===== src/source/cpu_pkg.sv =====
package cpu_pkg;

  // Kept opcodes, with their 6502 encodings.
  typedef enum logic [7:0] {
    opc_lda_imm = 8'ha9, opc_lda_abs = 8'had, opc_lda_absx = 8'hbd, opc_lda_absy = 8'hb9,
    opc_lda_zpg = 8'ha5,
    opc_ldx_imm = 8'ha2, opc_ldx_abs = 8'hae, opc_ldx_absy = 8'hbe, opc_ldx_zpg = 8'ha6,
    opc_ldy_imm = 8'ha0, opc_ldy_abs = 8'hac, opc_ldy_absx = 8'hbc, opc_ldy_zpg = 8'ha4,
    opc_sta_abs = 8'h8d, opc_sta_absx = 8'h9d, opc_sta_absy = 8'h99, opc_sta_zpg = 8'h85,
    opc_stx_abs = 8'h8e, opc_stx_zpg = 8'h86,
    opc_sty_abs = 8'h8c, opc_sty_zpg = 8'h84,
    opc_adc_imm = 8'h69, opc_adc_abs = 8'h6d, opc_adc_absx = 8'h7d, opc_adc_absy = 8'h79,
    opc_adc_zpg = 8'h65,
    opc_sbc_imm = 8'he9, opc_sbc_abs = 8'hed, opc_sbc_absx = 8'hfd, opc_sbc_absy = 8'hf9,
    opc_sbc_zpg = 8'he5,
    opc_cmp_imm = 8'hc9, opc_cmp_abs = 8'hcd, opc_cmp_absx = 8'hdd, opc_cmp_absy = 8'hd9,
    opc_cmp_zpg = 8'hc5,
    opc_cpx_imm = 8'he0, opc_cpx_abs = 8'hec, opc_cpx_zpg = 8'he4,
    opc_cpy_imm = 8'hc0, opc_cpy_abs = 8'hcc, opc_cpy_zpg = 8'hc4,
    opc_and_imm = 8'h29, opc_and_abs = 8'h2d, opc_and_absx = 8'h3d, opc_and_absy = 8'h39,
    opc_and_zpg = 8'h25,
    opc_ora_imm = 8'h09, opc_ora_abs = 8'h0d, opc_ora_absx = 8'h1d, opc_ora_absy = 8'h19,
    opc_ora_zpg = 8'h05,
    opc_eor_imm = 8'h49, opc_eor_abs = 8'h4d, opc_eor_absx = 8'h5d, opc_eor_absy = 8'h59,
    opc_eor_zpg = 8'h45,
    opc_tax = 8'haa, opc_tay = 8'ha8, opc_txa = 8'h8a, opc_tya = 8'h98,
    opc_inx = 8'he8, opc_iny = 8'hc8, opc_clc = 8'h18, opc_sec = 8'h38,
    opc_jmp_abs = 8'h4c, opc_nop = 8'hea
  } opcode_t;

  typedef enum logic [2:0] {
    mode_imm, mode_abs, mode_abs_x, mode_abs_y, mode_zpg, mode_impl
  } addr_mode_t;

  typedef enum logic [3:0] {
    st_fetch, st_decode, st_mem1, st_mem2, st_mem3, st_mem4,
    st_exec1, st_exec2, st_exec3, st_invalid
  } instr_state_t;

  typedef enum logic [3:0] {
    op_load, op_store, op_adc, op_sbc, op_logic, op_cmp, op_transfer,
    op_inc, op_clc, op_sec, op_jmp, op_nop, op_invalid
  } op_class_t;

  typedef enum logic [1:0] {reg_a, reg_x, reg_y} reg_t;

  typedef enum logic [1:0] {alu_add, alu_and, alu_or, alu_xor} alu_op_t;

  typedef enum logic [2:0] {
    data_src_data_in, data_src_a, data_src_x, data_src_y, data_src_alu
  } data_bus_src_t;

  typedef enum logic {addr_low_src_pc, addr_low_src_reg} addr_low_src_t;

  typedef enum logic [1:0] {
    addr_high_src_pc, addr_high_src_reg, addr_high_src_zero
  } addr_high_src_t;

  // Bit positions in the control word.
  typedef enum logic [4:0] {
    ctrl_load_inst_reg, ctrl_inc_pc, ctrl_load_pc,
    ctrl_load_addr_low, ctrl_load_addr_high, ctrl_inc_addr_high,
    ctrl_load_input_a, ctrl_load_input_b, ctrl_reset_input_a, ctrl_alu_carry_in,
    ctrl_alu_invert_b,
    ctrl_load_a, ctrl_load_x, ctrl_load_y,
    ctrl_update_n, ctrl_update_z, ctrl_update_c, ctrl_update_v, ctrl_set_carry,
    ctrl_clear_carry,
    ctrl_write,
    ctrl_count
  } ctrl_bit_t;

  typedef logic [ctrl_count-1:0] ctrl_word_t;

endpackage


===== src/source/address_phase.sv =====
`timescale 1ns/1ps

module address_phase (
  input  cpu_pkg::instr_state_t   state,
  input  cpu_pkg::addr_mode_t     mode,
  input  logic                    carry_flag,
  output cpu_pkg::ctrl_word_t     ctrl,
  output cpu_pkg::data_bus_src_t  data_bus_src,
  output cpu_pkg::addr_low_src_t  addr_low_src,
  output cpu_pkg::addr_high_src_t addr_high_src,
  output cpu_pkg::instr_state_t   next_state
);
  import cpu_pkg::*;

  logic indexed;

  assign indexed = (mode == mode_abs_x) || (mode == mode_abs_y);

  // Operand address during the execute cycles.
  always_comb begin
    addr_low_src = addr_low_src_pc;
    addr_high_src = addr_high_src_pc;
    if (state inside {st_exec1, st_exec2, st_exec3}) begin
      if (mode == mode_zpg) begin
        addr_low_src = addr_low_src_reg;
        addr_high_src = addr_high_src_zero;
      end else if (mode == mode_abs || indexed) begin
        addr_low_src = addr_low_src_reg;
        addr_high_src = addr_high_src_reg;
      end
    end
  end

  always_comb begin
    ctrl = '0;
    data_bus_src = data_src_data_in;
    case (state)
      st_decode: begin
        if (indexed) begin
          data_bus_src = (mode == mode_abs_x) ? data_src_x : data_src_y; // Index to ALU A.
          ctrl[ctrl_load_input_a] = 1'b1;
          ctrl[ctrl_clear_carry] = 1'b1;
          next_state = st_mem1;
        end else if (mode == mode_abs || mode == mode_zpg) begin
          ctrl[ctrl_inc_pc] = 1'b1;
          ctrl[ctrl_load_addr_low] = 1'b1;
          next_state = (mode == mode_abs) ? st_mem1 : st_exec1;
        end else begin
          next_state = st_exec1; // Immediate and implied.
        end
      end
      st_mem1: begin
        ctrl[ctrl_inc_pc] = 1'b1;
        if (indexed) begin
          ctrl[ctrl_load_input_b] = 1'b1; // Low address byte.
          next_state = st_mem2;
        end else begin
          ctrl[ctrl_load_addr_high] = 1'b1;
          next_state = st_exec1;
        end
      end
      st_mem2: begin
        data_bus_src = data_src_alu;
        ctrl[ctrl_update_c] = 1'b1; // Carry marks a page cross.
        ctrl[ctrl_load_addr_low] = 1'b1;
        next_state = st_mem3;
      end
      st_mem3: begin
        ctrl[ctrl_inc_pc] = 1'b1;
        ctrl[ctrl_load_addr_high] = 1'b1;
        next_state = carry_flag ? st_mem4 : st_exec1;
      end
      st_mem4: begin
        ctrl[ctrl_inc_addr_high] = 1'b1;
        next_state = st_exec1;
      end
      default: next_state = st_invalid;
    endcase
  end

endmodule


===== src/source/control_sequencer.sv =====
`timescale 1ns/1ps

module control_sequencer (
  input  logic                    clk,
  input  logic                    reset,
  input  cpu_pkg::addr_mode_t     decoded_mode,
  input  cpu_pkg::op_class_t      decoded_class,
  input  logic                    valid,
  input  cpu_pkg::ctrl_word_t     addr_ctrl,
  input  cpu_pkg::data_bus_src_t  addr_data_src,
  input  cpu_pkg::addr_low_src_t  addr_low_in,
  input  cpu_pkg::addr_high_src_t addr_high_in,
  input  cpu_pkg::instr_state_t   addr_next,
  input  cpu_pkg::ctrl_word_t     exec_ctrl,
  input  cpu_pkg::data_bus_src_t  exec_data_src,
  input  cpu_pkg::alu_op_t        exec_alu_op,
  input  cpu_pkg::instr_state_t   exec_next,
  output cpu_pkg::instr_state_t   state,
  output cpu_pkg::addr_mode_t     mode,
  output cpu_pkg::ctrl_word_t     ctrl,
  output cpu_pkg::alu_op_t        alu_op,
  output cpu_pkg::data_bus_src_t  data_bus_src,
  output cpu_pkg::addr_low_src_t  addr_low_src,
  output cpu_pkg::addr_high_src_t addr_high_src,
  output logic                    halted
);
  import cpu_pkg::*;

  instr_state_t next_state;
  addr_mode_t mode_q;

  always_ff @(posedge clk) begin
    if (reset) begin
      state <= st_fetch;
      mode_q <= mode_impl;
    end else begin
      state <= next_state;
      if (state == st_decode) begin
        mode_q <= decoded_mode;
      end
    end
  end

  // Decode sees the mode straight from the decoder.
  assign mode = (state == st_decode) ? decoded_mode : mode_q;
  assign halted = (state == st_invalid);

  always_comb begin
    ctrl = '0;
    alu_op = alu_add;
    data_bus_src = data_src_data_in;
    addr_low_src = addr_low_src_pc;
    addr_high_src = addr_high_src_pc;
    case (state)
      st_fetch: begin
        ctrl[ctrl_load_inst_reg] = 1'b1;
        ctrl[ctrl_inc_pc] = 1'b1;
        next_state = st_decode;
      end
      st_decode, st_mem1, st_mem2, st_mem3, st_mem4: begin
        ctrl = addr_ctrl;
        data_bus_src = addr_data_src;
        addr_low_src = addr_low_in;
        addr_high_src = addr_high_in;
        if (state == st_decode && !valid) begin
          next_state = st_invalid;
        end else if (state == st_decode && decoded_class == op_nop) begin
          next_state = st_fetch;
        end else begin
          next_state = addr_next;
        end
      end
      st_exec1, st_exec2, st_exec3: begin
        ctrl = exec_ctrl;
        alu_op = exec_alu_op;
        data_bus_src = exec_data_src;
        addr_low_src = addr_low_in;
        addr_high_src = addr_high_in;
        next_state = exec_next;
      end
      default: next_state = st_invalid; // Trapped until reset.
    endcase
  end

endmodule


===== src/source/control_unit.sv =====
`timescale 1ns/1ps

module control_unit (
  input  logic                    clk,
  input  logic                    reset,
  input  cpu_pkg::opcode_t        opcode,
  input  logic                    carry_flag,
  output cpu_pkg::ctrl_word_t     ctrl,
  output cpu_pkg::alu_op_t        alu_op,
  output cpu_pkg::data_bus_src_t  data_bus_src,
  output cpu_pkg::addr_low_src_t  addr_low_src,
  output cpu_pkg::addr_high_src_t addr_high_src,
  output logic                    halted
);
  import cpu_pkg::*;

  addr_mode_t decoded_mode;
  addr_mode_t mode;
  op_class_t op_class;
  reg_t reg_sel;
  reg_t src_sel;
  alu_op_t alu_sel;
  logic valid;
  instr_state_t state;

  ctrl_word_t addr_ctrl;
  data_bus_src_t addr_data_src;
  addr_low_src_t addr_low;
  addr_high_src_t addr_high;
  instr_state_t addr_next;

  ctrl_word_t exec_ctrl;
  data_bus_src_t exec_data_src;
  alu_op_t exec_alu_op;
  instr_state_t exec_next;

  opcode_decoder decoder0 (
    .opcode(opcode), .mode(decoded_mode), .op_class(op_class), .reg_sel(reg_sel),
    .src_sel(src_sel), .alu_sel(alu_sel), .valid(valid)
  );

  address_phase address0 (
    .state(state), .mode(mode), .carry_flag(carry_flag), .ctrl(addr_ctrl),
    .data_bus_src(addr_data_src), .addr_low_src(addr_low), .addr_high_src(addr_high),
    .next_state(addr_next)
  );

  execute_phase execute0 (
    .state(state), .op_class(op_class), .reg_sel(reg_sel), .src_sel(src_sel),
    .alu_sel(alu_sel), .mode(mode), .carry_flag(carry_flag), .ctrl(exec_ctrl),
    .data_bus_src(exec_data_src), .alu_op(exec_alu_op), .next_state(exec_next)
  );

  control_sequencer sequencer0 (
    .clk(clk), .reset(reset), .decoded_mode(decoded_mode), .decoded_class(op_class),
    .valid(valid), .addr_ctrl(addr_ctrl), .addr_data_src(addr_data_src),
    .addr_low_in(addr_low), .addr_high_in(addr_high), .addr_next(addr_next),
    .exec_ctrl(exec_ctrl), .exec_data_src(exec_data_src), .exec_alu_op(exec_alu_op),
    .exec_next(exec_next), .state(state), .mode(mode), .ctrl(ctrl), .alu_op(alu_op),
    .data_bus_src(data_bus_src), .addr_low_src(addr_low_src),
    .addr_high_src(addr_high_src), .halted(halted)
  );

endmodule


===== src/source/execute_phase.sv =====
`timescale 1ns/1ps

module execute_phase (
  input  cpu_pkg::instr_state_t  state,
  input  cpu_pkg::op_class_t     op_class,
  input  cpu_pkg::reg_t          reg_sel,
  input  cpu_pkg::reg_t          src_sel,
  input  cpu_pkg::alu_op_t       alu_sel,
  input  cpu_pkg::addr_mode_t    mode,
  input  logic                   carry_flag,
  output cpu_pkg::ctrl_word_t    ctrl,
  output cpu_pkg::data_bus_src_t data_bus_src,
  output cpu_pkg::alu_op_t       alu_op,
  output cpu_pkg::instr_state_t  next_state
);
  import cpu_pkg::*;

  logic write_back;
  logic set_nz;

  function automatic data_bus_src_t reg_src(reg_t r);
    case (r)
      reg_x: return data_src_x;
      reg_y: return data_src_y;
      default: return data_src_a;
    endcase
  endfunction

  function automatic ctrl_bit_t reg_load(reg_t r);
    case (r)
      reg_x: return ctrl_load_x;
      reg_y: return ctrl_load_y;
      default: return ctrl_load_a;
    endcase
  endfunction

  always_comb begin
    ctrl = '0;
    data_bus_src = data_src_data_in;
    alu_op = alu_sel;
    next_state = st_fetch;
    write_back = 1'b0;
    set_nz = 1'b0;
    case (op_class)
      op_load: write_back = 1'b1;
      op_store: begin
        data_bus_src = reg_src(reg_sel);
        ctrl[ctrl_write] = 1'b1;
      end
      op_transfer: begin
        data_bus_src = reg_src(src_sel);
        write_back = 1'b1;
      end
      op_inc: begin
        if (state == st_exec1) begin
          data_bus_src = reg_src(reg_sel);
          ctrl[ctrl_reset_input_a] = 1'b1;
          ctrl[ctrl_load_input_b] = 1'b1;
          next_state = st_exec2;
        end else begin
          data_bus_src = data_src_alu;
          ctrl[ctrl_alu_carry_in] = 1'b1; // Zero plus register plus one.
          write_back = 1'b1;
        end
      end
      op_adc, op_sbc, op_logic, op_cmp: begin
        case (state)
          st_exec1: begin
            ctrl[ctrl_load_input_b] = 1'b1; // Memory operand.
            next_state = st_exec2;
          end
          st_exec2: begin
            data_bus_src = reg_src(reg_sel);
            ctrl[ctrl_load_input_a] = 1'b1;
            next_state = st_exec3;
          end
          default: begin
            data_bus_src = data_src_alu;
            ctrl[ctrl_alu_invert_b] = op_class inside {op_sbc, op_cmp};
            ctrl[ctrl_alu_carry_in] = carry_flag && (op_class inside {op_adc, op_sbc});
            ctrl[ctrl_update_c] = op_class != op_logic;
            ctrl[ctrl_update_v] = op_class inside {op_adc, op_sbc};
            write_back = op_class != op_cmp; // Compare only sets flags.
            set_nz = 1'b1;
          end
        endcase
      end
      op_clc: ctrl[ctrl_clear_carry] = 1'b1;
      op_sec: ctrl[ctrl_set_carry] = 1'b1;
      op_jmp: ctrl[ctrl_load_pc] = 1'b1;
      default: next_state = st_invalid;
    endcase
    if (write_back) begin
      ctrl[reg_load(reg_sel)] = 1'b1;
    end
    if (write_back || set_nz) begin
      ctrl[ctrl_update_n] = 1'b1;
      ctrl[ctrl_update_z] = 1'b1;
    end
    // Step past the immediate operand.
    if (state == st_exec1 && mode == mode_imm) begin
      ctrl[ctrl_inc_pc] = 1'b1;
    end
  end

endmodule


===== src/source/opcode_decoder.sv =====
`timescale 1ns/1ps

module opcode_decoder (
  input  cpu_pkg::opcode_t   opcode,
  output cpu_pkg::addr_mode_t mode,
  output cpu_pkg::op_class_t op_class,
  output cpu_pkg::reg_t      reg_sel,
  output cpu_pkg::reg_t      src_sel,
  output cpu_pkg::alu_op_t   alu_sel,
  output logic               valid
);
  import cpu_pkg::*;

  function automatic void set_fields(addr_mode_t m, op_class_t c, reg_t r, alu_op_t a,
                                     reg_t s = reg_a);
    mode = m;
    op_class = c;
    reg_sel = r;
    alu_sel = a;
    src_sel = s; // Source register, transfers only.
  endfunction

  always_comb begin
    valid = 1'b1;
    case (opcode)
      opc_lda_imm:  set_fields(mode_imm, op_load, reg_a, alu_add);
      opc_lda_abs:  set_fields(mode_abs, op_load, reg_a, alu_add);
      opc_lda_absx: set_fields(mode_abs_x, op_load, reg_a, alu_add);
      opc_lda_absy: set_fields(mode_abs_y, op_load, reg_a, alu_add);
      opc_lda_zpg:  set_fields(mode_zpg, op_load, reg_a, alu_add);
      opc_ldx_imm:  set_fields(mode_imm, op_load, reg_x, alu_add);
      opc_ldx_abs:  set_fields(mode_abs, op_load, reg_x, alu_add);
      opc_ldx_absy: set_fields(mode_abs_y, op_load, reg_x, alu_add);
      opc_ldx_zpg:  set_fields(mode_zpg, op_load, reg_x, alu_add);
      opc_ldy_imm:  set_fields(mode_imm, op_load, reg_y, alu_add);
      opc_ldy_abs:  set_fields(mode_abs, op_load, reg_y, alu_add);
      opc_ldy_absx: set_fields(mode_abs_x, op_load, reg_y, alu_add);
      opc_ldy_zpg:  set_fields(mode_zpg, op_load, reg_y, alu_add);
      opc_sta_abs:  set_fields(mode_abs, op_store, reg_a, alu_add);
      opc_sta_absx: set_fields(mode_abs_x, op_store, reg_a, alu_add);
      opc_sta_absy: set_fields(mode_abs_y, op_store, reg_a, alu_add);
      opc_sta_zpg:  set_fields(mode_zpg, op_store, reg_a, alu_add);
      opc_stx_abs:  set_fields(mode_abs, op_store, reg_x, alu_add);
      opc_stx_zpg:  set_fields(mode_zpg, op_store, reg_x, alu_add);
      opc_sty_abs:  set_fields(mode_abs, op_store, reg_y, alu_add);
      opc_sty_zpg:  set_fields(mode_zpg, op_store, reg_y, alu_add);
      opc_adc_imm:  set_fields(mode_imm, op_adc, reg_a, alu_add);
      opc_adc_abs:  set_fields(mode_abs, op_adc, reg_a, alu_add);
      opc_adc_absx: set_fields(mode_abs_x, op_adc, reg_a, alu_add);
      opc_adc_absy: set_fields(mode_abs_y, op_adc, reg_a, alu_add);
      opc_adc_zpg:  set_fields(mode_zpg, op_adc, reg_a, alu_add);
      opc_sbc_imm:  set_fields(mode_imm, op_sbc, reg_a, alu_add);
      opc_sbc_abs:  set_fields(mode_abs, op_sbc, reg_a, alu_add);
      opc_sbc_absx: set_fields(mode_abs_x, op_sbc, reg_a, alu_add);
      opc_sbc_absy: set_fields(mode_abs_y, op_sbc, reg_a, alu_add);
      opc_sbc_zpg:  set_fields(mode_zpg, op_sbc, reg_a, alu_add);
      opc_cmp_imm:  set_fields(mode_imm, op_cmp, reg_a, alu_add);
      opc_cmp_abs:  set_fields(mode_abs, op_cmp, reg_a, alu_add);
      opc_cmp_absx: set_fields(mode_abs_x, op_cmp, reg_a, alu_add);
      opc_cmp_absy: set_fields(mode_abs_y, op_cmp, reg_a, alu_add);
      opc_cmp_zpg:  set_fields(mode_zpg, op_cmp, reg_a, alu_add);
      opc_cpx_imm:  set_fields(mode_imm, op_cmp, reg_x, alu_add);
      opc_cpx_abs:  set_fields(mode_abs, op_cmp, reg_x, alu_add);
      opc_cpx_zpg:  set_fields(mode_zpg, op_cmp, reg_x, alu_add);
      opc_cpy_imm:  set_fields(mode_imm, op_cmp, reg_y, alu_add);
      opc_cpy_abs:  set_fields(mode_abs, op_cmp, reg_y, alu_add);
      opc_cpy_zpg:  set_fields(mode_zpg, op_cmp, reg_y, alu_add);
      opc_and_imm:  set_fields(mode_imm, op_logic, reg_a, alu_and);
      opc_and_abs:  set_fields(mode_abs, op_logic, reg_a, alu_and);
      opc_and_absx: set_fields(mode_abs_x, op_logic, reg_a, alu_and);
      opc_and_absy: set_fields(mode_abs_y, op_logic, reg_a, alu_and);
      opc_and_zpg:  set_fields(mode_zpg, op_logic, reg_a, alu_and);
      opc_ora_imm:  set_fields(mode_imm, op_logic, reg_a, alu_or);
      opc_ora_abs:  set_fields(mode_abs, op_logic, reg_a, alu_or);
      opc_ora_absx: set_fields(mode_abs_x, op_logic, reg_a, alu_or);
      opc_ora_absy: set_fields(mode_abs_y, op_logic, reg_a, alu_or);
      opc_ora_zpg:  set_fields(mode_zpg, op_logic, reg_a, alu_or);
      opc_eor_imm:  set_fields(mode_imm, op_logic, reg_a, alu_xor);
      opc_eor_abs:  set_fields(mode_abs, op_logic, reg_a, alu_xor);
      opc_eor_absx: set_fields(mode_abs_x, op_logic, reg_a, alu_xor);
      opc_eor_absy: set_fields(mode_abs_y, op_logic, reg_a, alu_xor);
      opc_eor_zpg:  set_fields(mode_zpg, op_logic, reg_a, alu_xor);
      opc_tax:      set_fields(mode_impl, op_transfer, reg_x, alu_add, reg_a);
      opc_tay:      set_fields(mode_impl, op_transfer, reg_y, alu_add, reg_a);
      opc_txa:      set_fields(mode_impl, op_transfer, reg_a, alu_add, reg_x);
      opc_tya:      set_fields(mode_impl, op_transfer, reg_a, alu_add, reg_y);
      opc_inx:      set_fields(mode_impl, op_inc, reg_x, alu_add);
      opc_iny:      set_fields(mode_impl, op_inc, reg_y, alu_add);
      opc_clc:      set_fields(mode_impl, op_clc, reg_a, alu_add);
      opc_sec:      set_fields(mode_impl, op_sec, reg_a, alu_add);
      opc_jmp_abs:  set_fields(mode_abs, op_jmp, reg_a, alu_add);
      opc_nop:      set_fields(mode_impl, op_nop, reg_a, alu_add);
      default: begin
        valid = 1'b0;
        set_fields(mode_impl, op_invalid, reg_a, alu_add);
      end
    endcase
  end

endmodule


===== config.mk =====
export PLATFORM = sky130hd
export DESIGN_NAME = control_unit
export DESIGN_NICKNAME = d
export VERILOG_FILES = /design/src/source/cpu_pkg.sv /design/src/source/address_phase.sv /design/src/source/control_sequencer.sv /design/src/source/control_unit.sv /design/src/source/execute_phase.sv /design/src/source/opcode_decoder.sv
export SDC_FILE = /design/constraint.sdc
export NUM_CORES = 1
export LEC_CHECK = 0
export ABC_AREA = 1
export BUFFER_PORTS_ARGS = -buffer_cell sky130_fd_sc_hd__buf_4
export CORE_UTILIZATION = 56
export DETAILED_ROUTE_END_ITERATION = 6
export PLACE_DENSITY = 0.82
export SLEW_MARGIN = 0
export SYNTH_ARGS = -nofsm -noshare
export SYNTH_HDL_FRONTEND = slang
export SYNTH_SLANG_ARGS = --single-unit

===== constraint.sdc =====
create_clock -name clk -period 3 [get_ports clk]
set_input_delay 0.3 -clock clk [delete_from_list [all_inputs] [get_ports clk]]
set_output_delay 0.3 -clock clk [all_outputs]
set_load 0.01 [all_outputs]

After elaboration in Yosys (flattened, before gate mapping)
Cells that the tools add are included.

Register bits after elaboration: 7. Input bits: 11. Output and inout port bits: 30. Logic and storage cells: 222.

Magnitude comparators: 2. Eq/ne operators: 97. Multiplexer cells: 77. Bitwise gates (word level): 1. Reduce and logical (&&, ||, !) cells: 43.

Operators with widths (count): 8-bit equality test, second input constant (44); 8-bit by 7-bit equality test with 1-bit output, second input constant (11); 67-bit OR reduction (1); 8-bit by 6-bit equality test with 1-bit output, second input constant (6); 4-bit one-hot mux with 12 select lines (1); 11-bit OR reduction (4); 19-bit one-hot mux with 2 select lines (1); 4-bit by 3-bit equality test with 1-bit output, second input constant (8); 1-bit two-way mux (30); 15-bit OR reduction (2); 5-bit OR reduction (6); 4-bit equality test, second input constant (6); 8-bit by 5-bit equality test with 1-bit output, second input constant (3); 3-bit one-hot mux with 2 select lines (4); 4-bit one-hot mux with 3 select lines (2); 21-bit two-way mux (1); 21-bit OR (1); 2-bit two-way mux (10); 4-bit one-hot mux with 5 select lines (1); 3-bit two-way mux (6); 9-bit OR reduction (2); 4-bit by 2-bit equality test with 1-bit output, second input constant (4); 8-bit by 4-bit equality test with 1-bit output, second input constant (2); 4-bit two-way mux (4); 33 further kinds (60).

Depth between registers and ports, before layout
Depth after elaboration: 15. Mapped depth: 21. Gate-level depth less buffers: 19.

By module
A second synthesis with hierarchy kept.

Cells, all modules: 539. Area, all modules: 2701.3 um^2.

By module, submodules not included: opcode_decoder (times used 1, cells each 259, area each 1101.1 um^2, seq. area each 0.0 um^2); control_sequencer (times used 1, cells each 109, area each 739.5 um^2, seq. area each 140.1 um^2); execute_phase (times used 1, cells each 92, area each 464.2 um^2, seq. area each 0.0 um^2); address_phase (times used 1, cells each 79, area each 396.6 um^2, seq. area each 0.0 um^2).

Least setup slack after synthesis
Ideal clock, no wire load.

Kind: input port to output port. Start point: input opcode[5]. End point: output ctrl[15]. Arrival: 2.273 ns. Data required time: 2.700 ns. Slack: 0.427 ns. Cell stages on the path: 20. Path buffers: 2. Cells stage by stage: buf_4 -> inv_2 -> nand2_1 -> nor2_2 -> inv_1 -> nor2_1 -> inv_1 -> ha_1 -> nand2_1 -> nor2_2 -> nand3_1 -> inv_1 -> nand2_2 -> nand2_4 -> o21ai_2 -> inv_2 -> nor2_4 -> nand2_2 -> nand2_1 -> buf_4.

Word-level cells in the longest chain between the ends: 14. Elaborated cells between the ends (all ways): 106. Those cells by class: 2 x order compare; 76 x eq/ne; 12 x mux; 1 x bitwise; 15 x reduce/logical.

RTL lines: start: declaration (line control_unit.sv:6) `input cpu_pkg::opcode_t opcode,`; 8-bit equality test (line opcode_decoder.sv:25) `case (opcode)`; 11-bit OR reduction (no line); 2-bit one-hot mux with 2 select lines (line opcode_decoder.sv:25); 2-bit equality test or 2-bit by 1-bit equality test with 1-bit output (tied branches) (line execute_phase.sv:30) `case (r)`; 3-bit one-hot mux with 2 select lines (line execute_phase.sv:30); 5-bit two-way mux (line execute_phase.sv:93) `if (write_back) begin`; 5-bit by 6-bit less-than comparator with 1-bit output (not written as such) or 5-bit by 1-bit >= comparator with 1-bit output (tied branches) (line execute_phase.sv:94) `ctrl[reg_load(reg_sel)] = 1'b1;`; 1-bit logical AND (not written as such) (line execute_phase.sv:94); 1-bit two-way mux (not written as such) (line execute_phase.sv:94); 1-bit demux with 5-bit select; 21-bit OR (no line); 21-bit two-way mux (line execute_phase.sv:93); 2-bit two-way mux * (line execute_phase.sv:96) `if (write_back || set_nz) begin`; 19-bit one-hot mux with 2 select lines * (line control_sequencer.sv:54) `case (state)`; end: declaration (line control_unit.sv:8) `output cpu_pkg::ctrl_word_t ctrl,`.

Mark *: on every way between the ends. The rest lies on a longest branch, timed or not. The select of a mux whose other input is x is not followed.

Final worst setup path
Start point: input opcode[2]. End point: output data_bus_src[0].

Word-level cells in the longest chain between the ends: 9. Elaborated cells between the ends (all ways): 111. Those cells by class: 80 x eq/ne; 14 x mux; 17 x reduce/logical.

RTL lines: 8-bit equality test, or another cell as far along (line opcode_decoder.sv:25); 15-bit OR reduction (no line), or another cell as far along; 3-bit one-hot mux with 5 select lines (line opcode_decoder.sv:25); 3-bit two-way mux (line control_sequencer.sv:45) `assign mode = (state == st_decode) ? decoded_mode : mode_q;`; 3-bit by 2-bit equality test with 1-bit output (on tied branches) (line address_phase.sv:17, address_phase.sv:40); 1-bit two-way mux or 1-bit logical OR (tied branches) (line address_phase.sv:40, address_phase.sv:17); 3-bit two-way mux (line address_phase.sv:39) `if (indexed) begin`; 3-bit one-hot mux with 2 select lines (line address_phase.sv:37) `case (state)`; 3-bit one-hot mux with 2 select lines * (line control_sequencer.sv:54); end: declaration (line control_unit.sv:10) `output cpu_pkg::data_bus_src_t data_bus_src,`.

Mark *: on every way between the ends. The rest lies on a longest branch, timed or not.

==> results.yml <==
worst_setup_path:
  setup.worst_path.end_class: "output pin"
  crit_chain: "buf_4 -> inv_2 -> nand2_2 -> nor2_1 -> inv_1 -> nor2_2 -> inv_1 -> ha_1 -> nand2_1 -> nor2_2 -> nand3_1 -> nor2_2 -> nand3_2 -> nor2_2 -> nand2_1 -> o31ai_1 -> o21ai_1 -> nand2_1 -> buf_4"
  critical_path_class: "input port to output pin"
  cp_data_required_time_ps: 2700
  reg2reg_from: "sequencer0.state[2]"
  slowest_delay_ps: 230
  crit_family: "simple AND/OR/NAND/NOR gates"
  cp_slowest_cell: "nor2_2"
  worstPathArrival_ps: 2610
  r2r_cells: 9
  reg2reg_slack_ps: 930
  crit_fanout: 7
  r2r_end: "sequencer0.state[3]"
  worstSetupStartpointType: "input port"
  cp_common_cell: "nor2_2"
  cp_num_buf_inv: 5
cts:
  cts-root-buf: "clkbuf_4"
  cts_hold_buf: 0
  clk_pin_slew_ps: 40
  cts.repair.resized: 0
  cts_max_level: 1
  cts_tree: "done"
  cts_made_buffers: 3
  postCtsSetupBuffers: 0
  cts.sinks: 7
  clockBufferDepth: 2
  clk_latency_ps: 240
sta:
  period_minus_slack_ps: 2910
  hold_viol: 0
  tightest_slew_ps: 452
  period_share_pct: 97.0
  fmax_ghz: 0.344
  setup_violations: 0
  slew_violations: 0
  rsz0062_at_grt: "yes"
  relSlewSlack_pct: 69.6
  finalClockSkew_ps: 4.96
synthesis:
  ys.flop_type: "dfxtp_1"
  synth_fp_nets: 404
  syn_area_um2: 1890
  synth_cells: 389
  yosysSeqAreaShare_pct: 7.41
  ys_types: 30
  synth_edf_count: 0
  syn_avg_cell_area_um2: 4.86
  async_reset_ff_share_pct: 0
  yosys_warnings: 0
  yosys_register_bits: 7
floorplan:
  fp.dieH_um: 60.1
  io_pins: 41
  die-area_um2: 3610
  core_um2: 3130
  rows: 20
  die_w_um: 60.1
  start_util_pct: 60.4
route:
  post_drt_wl_per_cell_um: 13.3
  dr.pass1.iters: 7
  vias: 2623
  drtIter0Drc: 313
  routed_wl_um: 6300
  drtAntennaViolNets: 0
  drcViolationCount: 0
  viasPerCell: 5.52
final_layout:
  regArea_um2: 140
  nets: 447
  layout-drive-gt1-share_pct: 24.4
  final_area_um2: 2300
  layout_commonest_cell: "nand2_1"
  diodes: 0
  final_cell_mix: "nand2_1, nor2_1, inv_1"
  fill_cells: 282
  syn2layout_area_growth_pct: 21.9
  instances_no_fill: 475
  multi_input_area_um2: 1540
global_routing:
  grt.total_usage_pct: 35.8
  grt_pass1_wl_um: 9900
  grt.overflow.total: 0
  antenna_found_initial: 0
  grt_pass1_vias: 2272
  grt_max_degree: 13
hold_path:
  holdPathStages: 2
  min-delay-start: "reset"
  hold_class: "input port to flip-flop"
  holdPathEnd: "sequencer0.state[1]"
placed_design:
  place_area_um2: 2230
  dp.cells: 471
  gp_congestion: 0.989
  io_buffers: 40
  hpwl_um: 5030
power_and_ir_drop:
  leakage_nw: 1.26
  p_seq_share_pct: 17.1
  switching_share_pct: 52.3
  power.switching_uw: 406
  clock_power_share_pct: 10.4
  combinationalPowerShare_pct: 72.5
  p_per_area_nw_per_um2: 337
  ir_drop_mv: 0.362
  p_int_uw: 370
outcome:
  status: "complete, no violations"
job:
  maxCapViolCount: 0
==> registers in the layout, indices dropped and copies added (netlist names) <==
register,flops
sequencer0.mode_q,3
sequencer0.state,4
==> power groups by stage <==
stage / combinational (mW) / clock (mW) / sequential, mW
after detailed placement: 0.542 / 0 / 0.134
after floorplan: 0.376 / 0 / 0.130
after CTS: 0.549 / 0.0850 / 0.132
after global placement: 0.541 / 0 / 0.131
final: 0.562 / 0.0808 / 0.133
after global routing: 0.620 / 0.0872 / 0.135
==> area by class of cell <==
cell class                      instances  share of cell area (%)
Timing Repair Buffer                   42                    13.7
Multi-Input combinational cell        317                    66.8
Clock buffer                            4                    1.14
Tap cell                               44                    2.39
Sequential cell                         7                    6.08
Inverter                               61                    9.93
==> layer usage <==
layer	wire, µm	global-route usage [%]	vias up
met1	2600	48.8	1145
met4	87	8.31	0
li1	-	-	1297
met2	2920	57.6	167
met3	697	6.49	14
met5	0	0	-
==> worst register-to-register path, delay by kind of cell (launching register included) <==
family                 cells  cell delay [ps]
and+or+nand+nor            4              600
buffers and inverters      3              560
AOI/OAI and AO/OA          2              500
DFF                        1              330
==> synth_stat cells, types with 4 or more instances <==
master | instances | share of area [%]
nand2_1 | 114 | 23
nor2_1 | 82 | 16
inv_1 | 46 | 9.1
nand3_1 | 27 | 7.1
nor2_2 | 18 | 6.0
inv_2 | 14 | 2.8
nor3_1 | 14 | 3.7
o21ai_0 | 12 | 3.2
a21oi_1 | 11 | 2.9
dfxtp_1 | 7 | 7.4
nand2_2 | 7 | 2.3
ha_1 | 4 | 2.6
o21ai_2 | 4 | 1.9
==> stage by stage <==
stage	power, mW	setup WS (ps)	utilization, %	TNS (ps)	hold slack, ps
after global routing	0.842	-104	73.7	-588	278
after floorplan	0.505	427	-	0	369
after CTS	0.767	115	72.1	0	263
after global placement	0.672	194	71.3	0	518
after detailed placement	0.676	119	71.3	0	525
final	0.776	90.0	73.7	0	273
==> cell families after synthesis <==
logic type               count (synthesis)  synth area share (%)
AO/OA/AOI/OAI                           35                  10.9
flip-flops                               7                  7.41
AND/OR/NAND/NOR                        278                  65.3
buffers and inverters                   65                  13.8
adder cells (fa/ha/maj)                  4                  2.65
==> worst max-delay path by stage <==
stage / cells past startpoint / slack (ps) / startpoint / to
after floorplan: 20 / 430 / opcode[5] / ctrl[15]
after global placement: 18 / 190 / opcode[1] / ctrl[10]
after detailed placement: 20 / 120 / opcode[6] / ctrl[16]
after CTS: 20 / 110 / opcode[6] / ctrl[16]
after global routing: 20 / -100 / opcode[4] / ctrl[12]
final: 19 / 90 / opcode[2] / data_bus_src[0]
No activity file was read; power rests on OpenSTA's default activity.
